$ cat src/source/host_mem_pkg.sv
// Host memory package: line address and data types plus the read request and response channels
package host_mem_pkg;

    // ==================================================
    // Channel field widths
    // ==================================================

    // Addresses count lines, not bytes
    localparam int LINE_ADDR_W = 32;
    localparam int LINE_DATA_W = 128;

    // Burst length in beats
    localparam int BURST_LEN_W = 8;

    // Read id, wraps every 16 bursts
    localparam int RID_W = 4;

    typedef logic [LINE_ADDR_W-1:0] line_addr_t;
    typedef logic [LINE_DATA_W-1:0] line_data_t;
    typedef logic [BURST_LEN_W-1:0] burst_len_t;
    typedef logic [RID_W-1:0]       rid_t;

    // ==================================================
    // Channel payloads
    // ==================================================

    // Read request, len holds beats minus one
    typedef struct packed {
        line_addr_t addr;
        burst_len_t len;
        rid_t       id;
    } rd_req_t;

    // Read response beat
    typedef struct packed {
        line_data_t data;
        rid_t       id;
        logic       last;
    } rd_resp_t;

endpackage

$ cat src/source/engine_cfg_pkg.sv
// Engine configuration package: register indices, field widths and the read setup struct
package engine_cfg_pkg;

    // ==================================================
    // Register port widths
    // ==================================================
    localparam int CSR_IDX_W  = 4;
    localparam int CSR_DATA_W = 64;

    typedef logic [CSR_IDX_W-1:0]  csr_idx_t;
    typedef logic [CSR_DATA_W-1:0] csr_data_t;

    // Write indices, gaps in the numbering are unused
    localparam csr_idx_t CSR_RD_BASE    = 4'd0;
    localparam csr_idx_t CSR_RD_CTRL    = 4'd2;
    localparam csr_idx_t CSR_ADDR_MASK  = 4'd4;
    localparam csr_idx_t CSR_READY_MASK = 4'd5;

    // Read indices, any other index reads as zero
    localparam csr_idx_t STAT_CONFIG         = 4'd0;
    localparam csr_idx_t STAT_RD_BURSTS_REQ  = 4'd1;
    localparam csr_idx_t STAT_RD_LINES_RESP  = 4'd2;
    localparam csr_idx_t STAT_RD_SUM         = 4'd5;
    localparam csr_idx_t STAT_RD_BURSTS_RESP = 4'd6;

    // ==================================================
    // Field widths and codes
    // ==================================================
    localparam int ADDR_LOW_W   = 16;
    localparam int NUM_BURSTS_W = 16;
    localparam int COUNTER_W    = 48;
    localparam int SUM_W        = 32;
    localparam int READY_MASK_W = 32;

    // Engine type code in the status word
    localparam logic [2:0] ENGINE_TYPE_RD = 3'd2;

    typedef logic [ADDR_LOW_W-1:0]   addr_low_t;
    typedef logic [NUM_BURSTS_W-1:0] num_bursts_t;
    typedef logic [COUNTER_W-1:0]    counter_t;
    typedef logic [SUM_W-1:0]        sum_t;
    typedef logic [READY_MASK_W-1:0] ready_mask_t;

    // Decoded read setup, shared by generator and monitor
    typedef struct packed {
        host_mem_pkg::line_addr_t base_addr;
        addr_low_t                start_low;
        host_mem_pkg::burst_len_t burst_len;
        num_bursts_t              num_bursts;
        addr_low_t                addr_mask;
        ready_mask_t              ready_mask;
    } rd_cfg_t;

endpackage

$ cat src/source/engine_csr_regs.sv
// Engine registers: software writes, decode into the read setup and the status read mux
module engine_csr_regs
(
    input  logic                        clk,
    input  logic                        state_reset,

    // Register write port
    input  logic                        csr_wr_en,
    input  engine_cfg_pkg::csr_idx_t    csr_wr_idx,
    input  engine_cfg_pkg::csr_data_t   csr_wr_data,

    // Status read port
    input  engine_cfg_pkg::csr_idx_t    csr_rd_idx,
    output engine_cfg_pkg::csr_data_t   csr_rd_data,

    // Engine state for the status word
    input  logic                        run_q,
    input  logic                        clear_q,
    input  logic                        active,

    // Traffic counters and line sum
    input  engine_cfg_pkg::counter_t    rd_bursts_req,
    input  engine_cfg_pkg::counter_t    rd_lines_resp,
    input  engine_cfg_pkg::counter_t    rd_bursts_resp,
    input  engine_cfg_pkg::sum_t        rd_sum,

    // Decoded read setup
    output engine_cfg_pkg::rd_cfg_t     cfg
);

    // Largest burst length the len field can express
    localparam logic [14:0] MAX_BURST = 15'((1 << host_mem_pkg::BURST_LEN_W) - 1);

    engine_cfg_pkg::csr_data_t status_word;

    // ==================================================
    // Register writes
    // ==================================================
    always_ff @(posedge clk)
    begin
        if (state_reset)
        begin
            cfg <= '0;
            // Ready on every cycle until software says otherwise
            cfg.ready_mask <= '1;
        end
        else if (csr_wr_en)
        begin
            case (csr_wr_idx)
                engine_cfg_pkg::CSR_RD_BASE:
                    cfg.base_addr <= host_mem_pkg::line_addr_t'(csr_wr_data);
                engine_cfg_pkg::CSR_RD_CTRL:
                begin
                    // Split the control word into its three fields
                    cfg.num_bursts <= csr_wr_data[47:32];
                    cfg.start_low  <= csr_wr_data[31:16];
                    cfg.burst_len  <= host_mem_pkg::burst_len_t'(csr_wr_data[15:0]);
                end
                engine_cfg_pkg::CSR_ADDR_MASK:
                    cfg.addr_mask <= engine_cfg_pkg::addr_low_t'(csr_wr_data);
                engine_cfg_pkg::CSR_READY_MASK:
                    // Only the R channel half is kept
                    cfg.ready_mask <= engine_cfg_pkg::ready_mask_t'(csr_wr_data);
                default:
                    ;
            endcase
        end
    end

    // ==================================================
    // Status reads
    // ==================================================

    // Engine description and live state bits
    assign status_word = {26'h0,
                          engine_cfg_pkg::ENGINE_TYPE_RD,
                          active,
                          run_q,
                          clear_q,
                          16'(engine_cfg_pkg::ADDR_LOW_W),
                          1'b0,
                          MAX_BURST};

    always_comb
    begin
        case (csr_rd_idx)
            engine_cfg_pkg::STAT_CONFIG:         csr_rd_data = status_word;
            engine_cfg_pkg::STAT_RD_BURSTS_REQ:  csr_rd_data = 64'(rd_bursts_req);
            engine_cfg_pkg::STAT_RD_LINES_RESP:  csr_rd_data = 64'(rd_lines_resp);
            // Sum sits in the upper word, lower word unused
            engine_cfg_pkg::STAT_RD_SUM:         csr_rd_data = {rd_sum, 32'h0};
            engine_cfg_pkg::STAT_RD_BURSTS_RESP: csr_rd_data = 64'(rd_bursts_resp);
            default:                             csr_rd_data = '0;
        endcase
    end

endmodule

$ cat src/source/rd_burst_gen.sv
// Read burst generator: issues masked, incrementing burst requests with rolling ids
module rd_burst_gen
(
    input  logic                        clk,
    input  logic                        state_reset,

    // Read setup from the registers
    input  engine_cfg_pkg::rd_cfg_t     cfg,

    // Registered engine controls
    input  logic                        run_q,
    input  logic                        clear_q,

    // Request channel
    output logic                        ar_valid,
    output host_mem_pkg::rd_req_t       ar,
    input  logic                        ar_ready,

    // No more requests in this run
    output logic                        done
);

    // Low offset, ORed into the base after masking
    engine_cfg_pkg::addr_low_t   cur_low;
    host_mem_pkg::rid_t          rd_id;
    engine_cfg_pkg::num_bursts_t bursts_left;
    // Zero burst count means run forever
    logic                        unlimited;
    logic                        ar_fire;

    // ==================================================
    // Request channel
    // ==================================================

    // Valid never looks at ready
    assign ar_valid = run_q && !done;
    assign ar_fire  = ar_valid && ar_ready;

    always_comb
    begin
        // Base is aligned to the mask so OR replaces an add
        ar.addr = cfg.base_addr |
                  host_mem_pkg::line_addr_t'(cur_low & cfg.addr_mask);
        ar.len  = cfg.burst_len - host_mem_pkg::burst_len_t'(1);
        ar.id   = rd_id;
    end

    // ==================================================
    // Burst tracking
    // ==================================================
    always_ff @(posedge clk)
    begin
        if (state_reset)
        begin
            cur_low     <= '0;
            rd_id       <= '0;
            bursts_left <= '0;
            unlimited   <= 1'b0;
            // Idle until the first clear
            done        <= 1'b1;
        end
        else if (clear_q)
        begin
            cur_low     <= cfg.start_low;
            rd_id       <= '0;
            bursts_left <= cfg.num_bursts;
            unlimited   <= (cfg.num_bursts == '0);
            // A zero base disables the engine
            done        <= (cfg.base_addr == '0);
        end
        else if (ar_fire)
        begin
            // Step one burst forward
            cur_low     <= cur_low + engine_cfg_pkg::addr_low_t'(cfg.burst_len);
            rd_id       <= rd_id + host_mem_pkg::rid_t'(1);
            bursts_left <= bursts_left - engine_cfg_pkg::num_bursts_t'(1);
            // Last one of a bounded run
            done        <= !unlimited && (bursts_left == engine_cfg_pkg::num_bursts_t'(1));
        end
    end

endmodule

$ cat src/source/rd_resp_monitor.sv
// Read response monitor: rotating ready mask, line sum and the request and response counters
module rd_resp_monitor
(
    input  logic                        clk,
    input  logic                        state_reset,

    // Read setup and registered clear
    input  engine_cfg_pkg::rd_cfg_t     cfg,
    input  logic                        clear_q,

    // Accepted request seen on the request channel
    input  logic                        ar_fire,

    // Response channel
    input  logic                        r_valid,
    input  host_mem_pkg::rd_resp_t      r,
    output logic                        r_ready,

    // Traffic counters and line sum
    output engine_cfg_pkg::counter_t    rd_bursts_req,
    output engine_cfg_pkg::counter_t    rd_lines_resp,
    output engine_cfg_pkg::counter_t    rd_bursts_resp,
    output engine_cfg_pkg::sum_t        rd_sum,

    // Requested bursts still waiting for their last beat
    output logic                        outstanding
);

    engine_cfg_pkg::ready_mask_t ready_mask_q;
    engine_cfg_pkg::sum_t        line_part;
    logic                        r_fire;

    // ==================================================
    // Ready mask
    // ==================================================

    // Bit 0 is this cycle's ready
    assign r_ready = ready_mask_q[0];
    assign r_fire  = r_valid && r_ready;

    always_ff @(posedge clk)
    begin
        if (state_reset)
            ready_mask_q <= '1;
        else if (clear_q)
            ready_mask_q <= cfg.ready_mask;
        else
            // Rotate right by one each cycle
            ready_mask_q <= {ready_mask_q[0], ready_mask_q[engine_cfg_pkg::READY_MASK_W-1:1]};
    end

    // ==================================================
    // Counters and sum
    // ==================================================

    // Top and bottom 16 bits of the line
    assign line_part = {r.data[host_mem_pkg::LINE_DATA_W-1 -: 16], r.data[15:0]};

    always_ff @(posedge clk)
    begin
        if (state_reset || clear_q)
        begin
            rd_bursts_req  <= '0;
            rd_lines_resp  <= '0;
            rd_bursts_resp <= '0;
            rd_sum         <= '0;
        end
        else
        begin
            if (ar_fire)
                rd_bursts_req <= rd_bursts_req + engine_cfg_pkg::counter_t'(1);

            if (r_fire)
            begin
                rd_lines_resp <= rd_lines_resp + engine_cfg_pkg::counter_t'(1);
                // Order-free check value
                rd_sum        <= rd_sum + line_part;
            end

            // Bursts end on the last flag
            if (r_fire && r.last)
                rd_bursts_resp <= rd_bursts_resp + engine_cfg_pkg::counter_t'(1);
        end
    end

    assign outstanding = (rd_bursts_req != rd_bursts_resp);

endmodule

$ cat src/source/host_mem_rd_engine.sv
// Host memory read engine top: registers, burst generator and response monitor
module host_mem_rd_engine
(
    input  logic                        clk,
    input  logic                        state_reset,

    // Register write port
    input  logic                        csr_wr_en,
    input  engine_cfg_pkg::csr_idx_t    csr_wr_idx,
    input  engine_cfg_pkg::csr_data_t   csr_wr_data,

    // Status read port, combinational
    input  engine_cfg_pkg::csr_idx_t    csr_rd_idx,
    output engine_cfg_pkg::csr_data_t   csr_rd_data,

    // Engine control levels
    input  logic                        run,
    input  logic                        clear,

    // Request channel
    output logic                        ar_valid,
    output host_mem_pkg::rd_req_t       ar,
    input  logic                        ar_ready,

    // Response channel
    input  logic                        r_valid,
    input  host_mem_pkg::rd_resp_t      r,
    output logic                        r_ready,

    output logic                        active
);

    logic                      run_q;
    logic                      clear_q;
    logic                      done;
    logic                      outstanding;
    logic                      ar_fire;
    engine_cfg_pkg::rd_cfg_t   cfg;
    engine_cfg_pkg::counter_t  rd_bursts_req;
    engine_cfg_pkg::counter_t  rd_lines_resp;
    engine_cfg_pkg::counter_t  rd_bursts_resp;
    engine_cfg_pkg::sum_t      rd_sum;

    // ==================================================
    // Control registers and engine state
    // ==================================================
    always_ff @(posedge clk)
    begin
        if (state_reset)
        begin
            run_q   <= 1'b0;
            clear_q <= 1'b0;
            active  <= 1'b0;
        end
        else
        begin
            run_q   <= run;
            clear_q <= clear;
            // Busy while issuing or while bursts are in flight
            active  <= (run_q && !done) || outstanding;
        end
    end

    assign ar_fire = ar_valid && ar_ready;

    // ==================================================
    // Blocks
    // ==================================================
    engine_csr_regs u_csr_regs
    (
        .clk            (clk),
        .state_reset    (state_reset),
        .csr_wr_en      (csr_wr_en),
        .csr_wr_idx     (csr_wr_idx),
        .csr_wr_data    (csr_wr_data),
        .csr_rd_idx     (csr_rd_idx),
        .csr_rd_data    (csr_rd_data),
        .run_q          (run_q),
        .clear_q        (clear_q),
        .active         (active),
        .rd_bursts_req  (rd_bursts_req),
        .rd_lines_resp  (rd_lines_resp),
        .rd_bursts_resp (rd_bursts_resp),
        .rd_sum         (rd_sum),
        .cfg            (cfg)
    );

    rd_burst_gen u_burst_gen
    (
        .clk         (clk),
        .state_reset (state_reset),
        .cfg         (cfg),
        .run_q       (run_q),
        .clear_q     (clear_q),
        .ar_valid    (ar_valid),
        .ar          (ar),
        .ar_ready    (ar_ready),
        .done        (done)
    );

    rd_resp_monitor u_resp_monitor
    (
        .clk            (clk),
        .state_reset    (state_reset),
        .cfg            (cfg),
        .clear_q        (clear_q),
        .ar_fire        (ar_fire),
        .r_valid        (r_valid),
        .r              (r),
        .r_ready        (r_ready),
        .rd_bursts_req  (rd_bursts_req),
        .rd_lines_resp  (rd_lines_resp),
        .rd_bursts_resp (rd_bursts_resp),
        .rd_sum         (rd_sum),
        .outstanding    (outstanding)
    );

endmodule

$ cat config.mk
export PLATFORM = sky130hd
export DESIGN_NAME = host_mem_rd_engine
export DESIGN_NICKNAME = d
export VERILOG_FILES = /design/src/source/host_mem_pkg.sv /design/src/source/engine_cfg_pkg.sv /design/src/source/engine_csr_regs.sv /design/src/source/rd_burst_gen.sv /design/src/source/rd_resp_monitor.sv /design/src/source/host_mem_rd_engine.sv
export SDC_FILE = /design/constraint.sdc
export NUM_CORES = 1
export LEC_CHECK = 0
export BUFFER_PORTS_ARGS = -buffer_cell sky130_fd_sc_hd__buf_2
export CORE_ASPECT_RATIO = 0.6
export CORE_MARGIN = 2
export CORE_UTILIZATION = 45
export DETAILED_ROUTE_END_ITERATION = 8
export GPL_TIMING_DRIVEN = 1
export HOLD_SLACK_MARGIN = 0.06
export PLACE_DENSITY = 0.75
export SLEW_MARGIN = 20
export SYNTH_ARGS = -nofsm -noshare
export SYNTH_HDL_FRONTEND = slang
export SYNTH_SLANG_ARGS = --single-unit
$ cat constraint.sdc
create_clock -name clk -period 3.73 [get_ports clk]
set_input_delay 0.5595 -clock clk [delete_from_list [all_inputs] [get_ports clk]]
set_output_delay 0.5595 -clock clk [all_outputs]
set_load 0.02 [all_outputs]
==> results.yml, run 1 <==
clock_network:
  cts_root_buf: "clkbuf_16"
  cts_buffers: 37
  clock_latency_ns: 0.56
  cts_max_level: 2
  clk_pin_slew_worst_paths_ns: 0.06
  cts_buffer_depth: 3
  cts_tree: "done"
  cts.sinks: 369
  cts_setup_buffers: 0
  ctsResizeCount: 0
  hold_buffers: 0
pwr:
  power_frac_clock_pct: 43.3
  p_leak_nw: 8.57
  p_sw_share_pct: 26.1
  total_power_mw: 8.66
  intPower_mw: 6.40
  power_density_mw_per_mm2: 410
  seqPwrFrac_pct: 47.4
  p_comb_share_pct: 9.3
  switching_power_mw: 2.26
  ir_worst_vdd_v: 0.000278
die:
  die_width_microns: 266
  dieArea_sq_mm: 0.0430
  initial_utilization_pct: 45.8
  die_height_microns: 161
  rows: 57
  core_area_sq_mm: 0.0406
  io_pins: 323
timing:
  timing.setup.tns_ns: 0
  finalSetupViolCount: 0
  relSlewSlack_pct: 34.1
  finalClockSkew_ns: 0.0350
  max_clock_freq_mhz: 332
  slew_violations: 0
  worst_pin_slew_ns: 0.985
  grt_setup_unrepaired: "false"
  fin_crit_sh_pct: 80.7
  hold_viol_final: 0
  period_needed_ns: 3.01
worst_setup_path:
  worst_path_max_delay_cell: "dfxtp_1"
  cp.arrival_ns: 3.47
  critPathRequiredTime_ns: 4.19
  crit_path_cell_trace: "and2_1 > nand4_1 > nor2_1 > nand2b_1 > nor3_2 > nand2_1 > nor3_1 > mux2i_1"
  r2r_cells: 8
  crit_type: "reg -> reg"
  crit_family: "simple AND/OR/NAND/NOR gates"
  crit_fanout: 7
  cp-start-kind: "flip-flop"
  critPathBufInv: 0
  max_stage_delay_ns: 0.55
  crit_path_end_kind: "flip-flop"
  crit_cells: 8
logic_synthesis:
  yosys_warnings: 0
  ys_seq_area_share_pct: 39.8
  synth-seq-cells: 369
  syn_area_sq_mm: 0.0186
  syn_area_per_cell_sq_um: 8.17
  synth_flop_cell: "dfxtp_1"
  synth_edf_count: 0
  yosys.area.top_type: "dfxtp_1"
  synth_nets: 2534
  synthDistinctLibCells: 78
  yosys.area.top_type_share_pct: 39.8
  async_flop_share_pct: 0
  synth_area_leaders: "dfxtp_1, nand2_1, xor2_1, a21oi_1, nor2_1"
  syn_inst: 2274
drt:
  via_per_inst: 5.77
  drt-wirelength-per-cell_microns: 18.6
  routed_wl_microns: 54900
  drt_iter0_markers: 1987
  dr.pass1.iters: 7
  ant_nets: 0
  vias: 17100
  drcViolationCount: 0
global_route:
  grt_pass1_wl_microns: 85700
  grt_max_degree: 164
  grt_pass1_vias: 15800
  antenna_found_initial: 6
  grt_overflow: 0
  grt_usage_pct: 24.7
placed_design:
  dpl_cell_area_sq_mm: 0.0199
  place_congestion: 0.900
  dp_hpwl_microns: 39000
  io_buffers: 206
cells_and_area:
  fillers: 3735
  multi_input_area_sq_mm: 0.0104
  seq_area_sq_mm: 0.00739
  fin_nets: 2656
  final_area_sq_mm: 0.0211
  drive_gt1_share_pct: 13.0
  area_delta_synth_final_pct: 13.6
min_path:
  hold_depth: 3
  hold_class: "in -> reg"
job:
  maxCapViolations: 0
outcome:
  status: "finished, final reports clean"
synthesized netlist by cell type, types with 4 or more instances:
library cell / n
and2_1: 61
a22o_1: 13
o21ai_1: 5
o21bai_1: 5
clkbuf_1: 109
nand4_1: 39
nor4_1: 21
or4_1: 8
buf_4: 16
nand2b_1: 5
xor2_1: 126
o22ai_1: 4
a222oi_1: 26
mux2i_1: 5
buf_2: 8
nand2_1: 354
a211o_1: 65
a221oi_1: 5
a221o_1: 14
inv_1: 59
nor4_2: 4
dfxtp_1: 369
ha_1: 46
and4_1: 13
xnor2_1: 89
a211oi_1: 22
a31oi_1: 5
a31o_2: 4
nor2b_1: 39
nor2_1: 236
buf_1: 9
o21ai_0: 58
nor3_1: 25
a22oi_1: 9
and3_1: 28
nand3_1: 68
or3_1: 26
a21o_1: 33
a21oi_1: 182
o211ai_1: 4
flip-flops by register name, indices dropped and copies added (netlist names):
register and count:
u_resp_monitor.rd_bursts_resp 48, run_q 1, u_burst_gen.rd_id 4, u_burst_gen.unlimited 1
u_resp_monitor.rd_lines_resp 48, u_resp_monitor.ready_mask_q 32, u_burst_gen.cur_low 16, u_resp_monitor.rd_sum 32
u_resp_monitor.rd_bursts_req 48, active 1, u_burst_gen.done 1, u_burst_gen.bursts_left 16
u_csr_regs.cfg 120, clear_q 1
path summary, 6_finish.rpt:
kind	from	slack, ns	endpoint
worst max register to register	u_resp_monitor.ready_mask_q[0]	0.72	u_resp_monitor.rd_lines_resp[47]
worst min register to register	u_resp_monitor.ready_mask_q[2]	0.42	u_resp_monitor.ready_mask_q[1]
worst max-delay path	u_resp_monitor.ready_mask_q[0]	0.72	u_resp_monitor.rd_lines_resp[47]
worst min-delay path	csr_wr_data[43]	0.24	u_csr_regs.cfg[59]
stage by stage:
stage               utilization [%]  hold WS (ns)  worst slack, ns  cells
floorplan                         -         0.416            0.977   2274
global placement               49.0         0.421            0.617   2888
detailed placement             49.0         0.423            0.562   2888
CTS                            52.0         0.208            0.777   2953
global route                   52.0         0.235            0.615   2957
finish                         52.0         0.238            0.719   2957
routing by layer:
metal  share of wire, %  GRT usage [%]  vias to the layer above
met5              0.022              0                        -
met4                2.6           7.53                        2
met3                9.7           5.02                       85
met2                 41           35.5                      784
met1                 47           36.9                     8091
li1                   -              -                     8111
logic make-up after synthesis:
logic type               synth area share, %
buffers and inverters                   4.46
AO/OA/AOI/OAI                           16.9
multiplexers                           0.391
AND/OR/NAND/NOR                         25.0
XOR/XNOR                                10.1
adder cells (fa/ha/maj)                 3.31
flip-flops                              39.8
tightest hold or removal path, cell delays in order:
cell	delay, ns
buf_2	0.10
nand2_1	0.05
a21oi_1	0.05
power groups by stage:
stage / sequential (mW) / combinational (mW) / clock, mW
2_1_floorplan: 4.16 / 0.541 / 0
3_3_place_gp: 4.18 / 0.767 / 0
3_5_place_dp: 4.19 / 0.787 / 0
4_1_cts: 4.10 / 0.792 / 3.79
5_1_grt: 4.11 / 0.880 / 3.95
6_report: 4.10 / 0.806 / 3.75
layout by cell type, fill, tap and decap left out, drive strengths merged, types with 28 or more instances in the layout:
cell,count
a211o,65
and3,29
buf,226
and2,62
nand3,70
ha,46
nand2,355
dfxtp,369
nand4,41
clkbuf,56
o21ai,63
nor4,28
nor2b,39
inv,61
xor2,126
a21oi,182
nor2,237
a21o,33
xnor2,89
final cells by class:
cell class	instances	share of cell area, %
Tap cell	531	3.15
Timing Repair Buffer	226	5.70
Antenna cell	4	0.0474
Clock buffer	56	5.06
Clock inverter	9	0.652
Sequential cell	369	35.0
Inverter	59	1.05
Multi-Input combinational cell	1703	49.3
No activity file was read; power rests on OpenSTA's default activity.
==> inputs of run 2 (changes only) <==
clock period = 3 ns   (was 3.73 ns; I/O delays follow)
==> run 2 against run 1 <==
Global-route usage grew 0.42 points. Register-to-register slack worse by 0.49 ns. Combinational power is 27% higher. First-iteration DRC count up 9.5%. Highest routed layer unchanged.
==> results.yml, run 2 (synthesis results as in run 1) <==
drt:
  highest_layer: "met5"
  drt_iter0_markers: 2176
  drcViolationCount: 0
  wl_met3_microns: 5420
  ant_nets: 0
  routed_wl_microns: 55400
  dr.pass1.iters: 7
  wl_met1_microns: 25700
  vias: 17200
  drt-wirelength-per-cell_microns: 18.6
  via_per_inst: 5.78
  wl_met2_microns: 22800
worst_setup_path:
  crit_path_end_kind: "output pin"
  reg2reg_to: "u_burst_gen.cur_low[14]"
  cp-start-kind: "flip-flop"
  r2r_cells: 10
  max_stage_delay_ns: 0.60
  critPathRequiredTime_ns: 2.55
  worst_path_max_delay_cell: "or4_1"
  crit_path_cell_trace: "or4_1 > nor4_2 > xor2_1 > buf_2"
  r2r_slack_ns: 0.23
  r2r_start: "u_burst_gen.cur_low[0]"
  cp.arrival_ns: 2.35
  crit_fanout: 6
  crit_type: "reg -> out"
placed_design:
  post-place-ws_ns: 0.0501
  place_congestion: 0.925
  dp_cells: 2906
  dp_hpwl_microns: 39700
  io_buffers: 206
pwr:
  power_frac_clock_pct: 44.4
  intPower_mw: 8.17
  switching_power_mw: 2.81
  p_leak_nw: 8.71
  p_comb_share_pct: 9.2
  seqPwrFrac_pct: 46.4
  ir_worst_vdd_v: 0.000352
  power_density_mw_per_mm2: 515
  p_sw_share_pct: 25.6
timing:
  slew_violations: 0
  finalSetupViolCount: 0
  finalClockSkew_ns: 0.0323
  period_needed_ns: 2.80
  worst_pin_slew_ns: 0.936
  relSlewSlack_pct: 37.6
  grt_setup_unrepaired: "false"
  max_clock_freq_mhz: 357
  fin_crit_sh_pct: 93.4
  fin_ws_ns: 0.198
  hold_viol_final: 0
  timing.setup.tns_ns: 0
clock_network:
  cts.sinks: 369
  cts_setup_buffers: 0
  cts_root_buf: "clkbuf_16"
  hold_buffers: 0
  clock_latency_ns: 0.57
  cts_max_level: 2
  cts_tree: "done"
  clk_pin_slew_worst_paths_ns: 0.07
  cts_buffer_depth: 3
  cts_buffers: 37
die:
  io_pins: 323
  die_height_microns: 161
  dieArea_sq_mm: 0.0430
  core_area_sq_mm: 0.0406
  rows: 57
  die_width_microns: 266
  initial_utilization_pct: 45.8
cells_and_area:
  final_cell_mix: "dfxtp_1, nand2_1, nor2_1, buf_2, a21oi_1"
  drive_gt1_share_pct: 13.9
  instances_no_fill: 2975
  regMostFlops: "u_csr_regs.cfg"
  final_common_cell: "dfxtp_1"
  area_delta_synth_final_pct: 14.8
  largest_reg_flops: 120
  fin_nets: 2674
global_route:
  grt_pass1_vias: 15900
  grt_overflow: 0
  grt_usage_pct: 25.1
  grt_max_degree: 161
  grt_pass1_wl_microns: 86900
  antenna_found_initial: 4
outcome:
  status: "finished, final reports clean"
min_path:
  min_from: "csr_wr_data[42]"
  hold_end: "u_csr_regs.cfg[58]"
  hold_depth: 3
  hold_class: "in -> reg"
job:
  maxCapViolations: 0
## run 2: metrics by stage
stage          power, mW  area [sq um]  hold WS [ns]  util (%)
2_1_floorplan       5.84         18600         0.416         -
3_3_place_gp        6.17         20000         0.423      49.4
3_5_place_dp        6.20         20000         0.426      49.4
4_1_cts             11.0         21300         0.105      52.5
5_1_grt             11.4         21300         0.114      52.6
6_report            11.0         21300         0.122      52.6
## run 2: area by class of cell
class                   instances  area [sq um]
flip-flops and latches        369          7390
clock buffers                  54          1080
well taps                     531           664
inverters                      59           221
fillers                      3686         19200
clock inverters                12           194
multi-input cells            1703         10400
diodes                          3          7.51
repair buffers                244          1360
## run 2: timing repair
action / 4_1_cts / 5_1_grt
setup endpoints to repair: 0 / 1
gates resized for setup: 0 / 1
endpoints found under the hold margin: 0 / 0
## run 2: power groups by stage
stage,registers [mW],clock network (mW),logic [mW]
6_report,5.10,4.88,1.02
5_1_grt,5.10,5.14,1.11
4_1_cts,5.09,4.94,1.00
3_5_place_dp,5.20,0,0.997
3_3_place_gp,5.20,0,0.976
2_1_floorplan,5.17,0,0.673
## run 2: worst max-delay path: cells and delay by family (launching register included)
| kind | cells | cell delay, ns |
|---|---|---|
| XOR/XNOR | 1 | 0.24 |
| buffers and inverters | 1 | 0.20 |
| flip-flops | 1 | 0.41 |
| AND/OR/NAND/NOR | 2 | 0.93 |
## run 2: how the worst max path moves through the flow
stage	start	endpoint	slack [ns]	cells after the start
after floorplan	r[5]	u_resp_monitor.rd_sum[24]	0.36	10
after global placement	r[5]	u_resp_monitor.rd_sum[24]	0.08	11
after detailed placement	r[5]	u_resp_monitor.rd_sum[24]	0.05	11
after CTS	u_csr_regs.cfg[66]	ar[11]	0.04	4
after global routing	u_burst_gen.cur_low[0]	u_burst_gen.cur_low[14]	0.09	10
final	u_csr_regs.cfg[66]	ar[11]	0.20	4
## run 2: routing by layer
metal	global-route usage, %	vias up
li1	-	8178
met1	37.7	8180
met2	35.7	736
met3	5.26	85
met4	7.89	2
met5	0	-
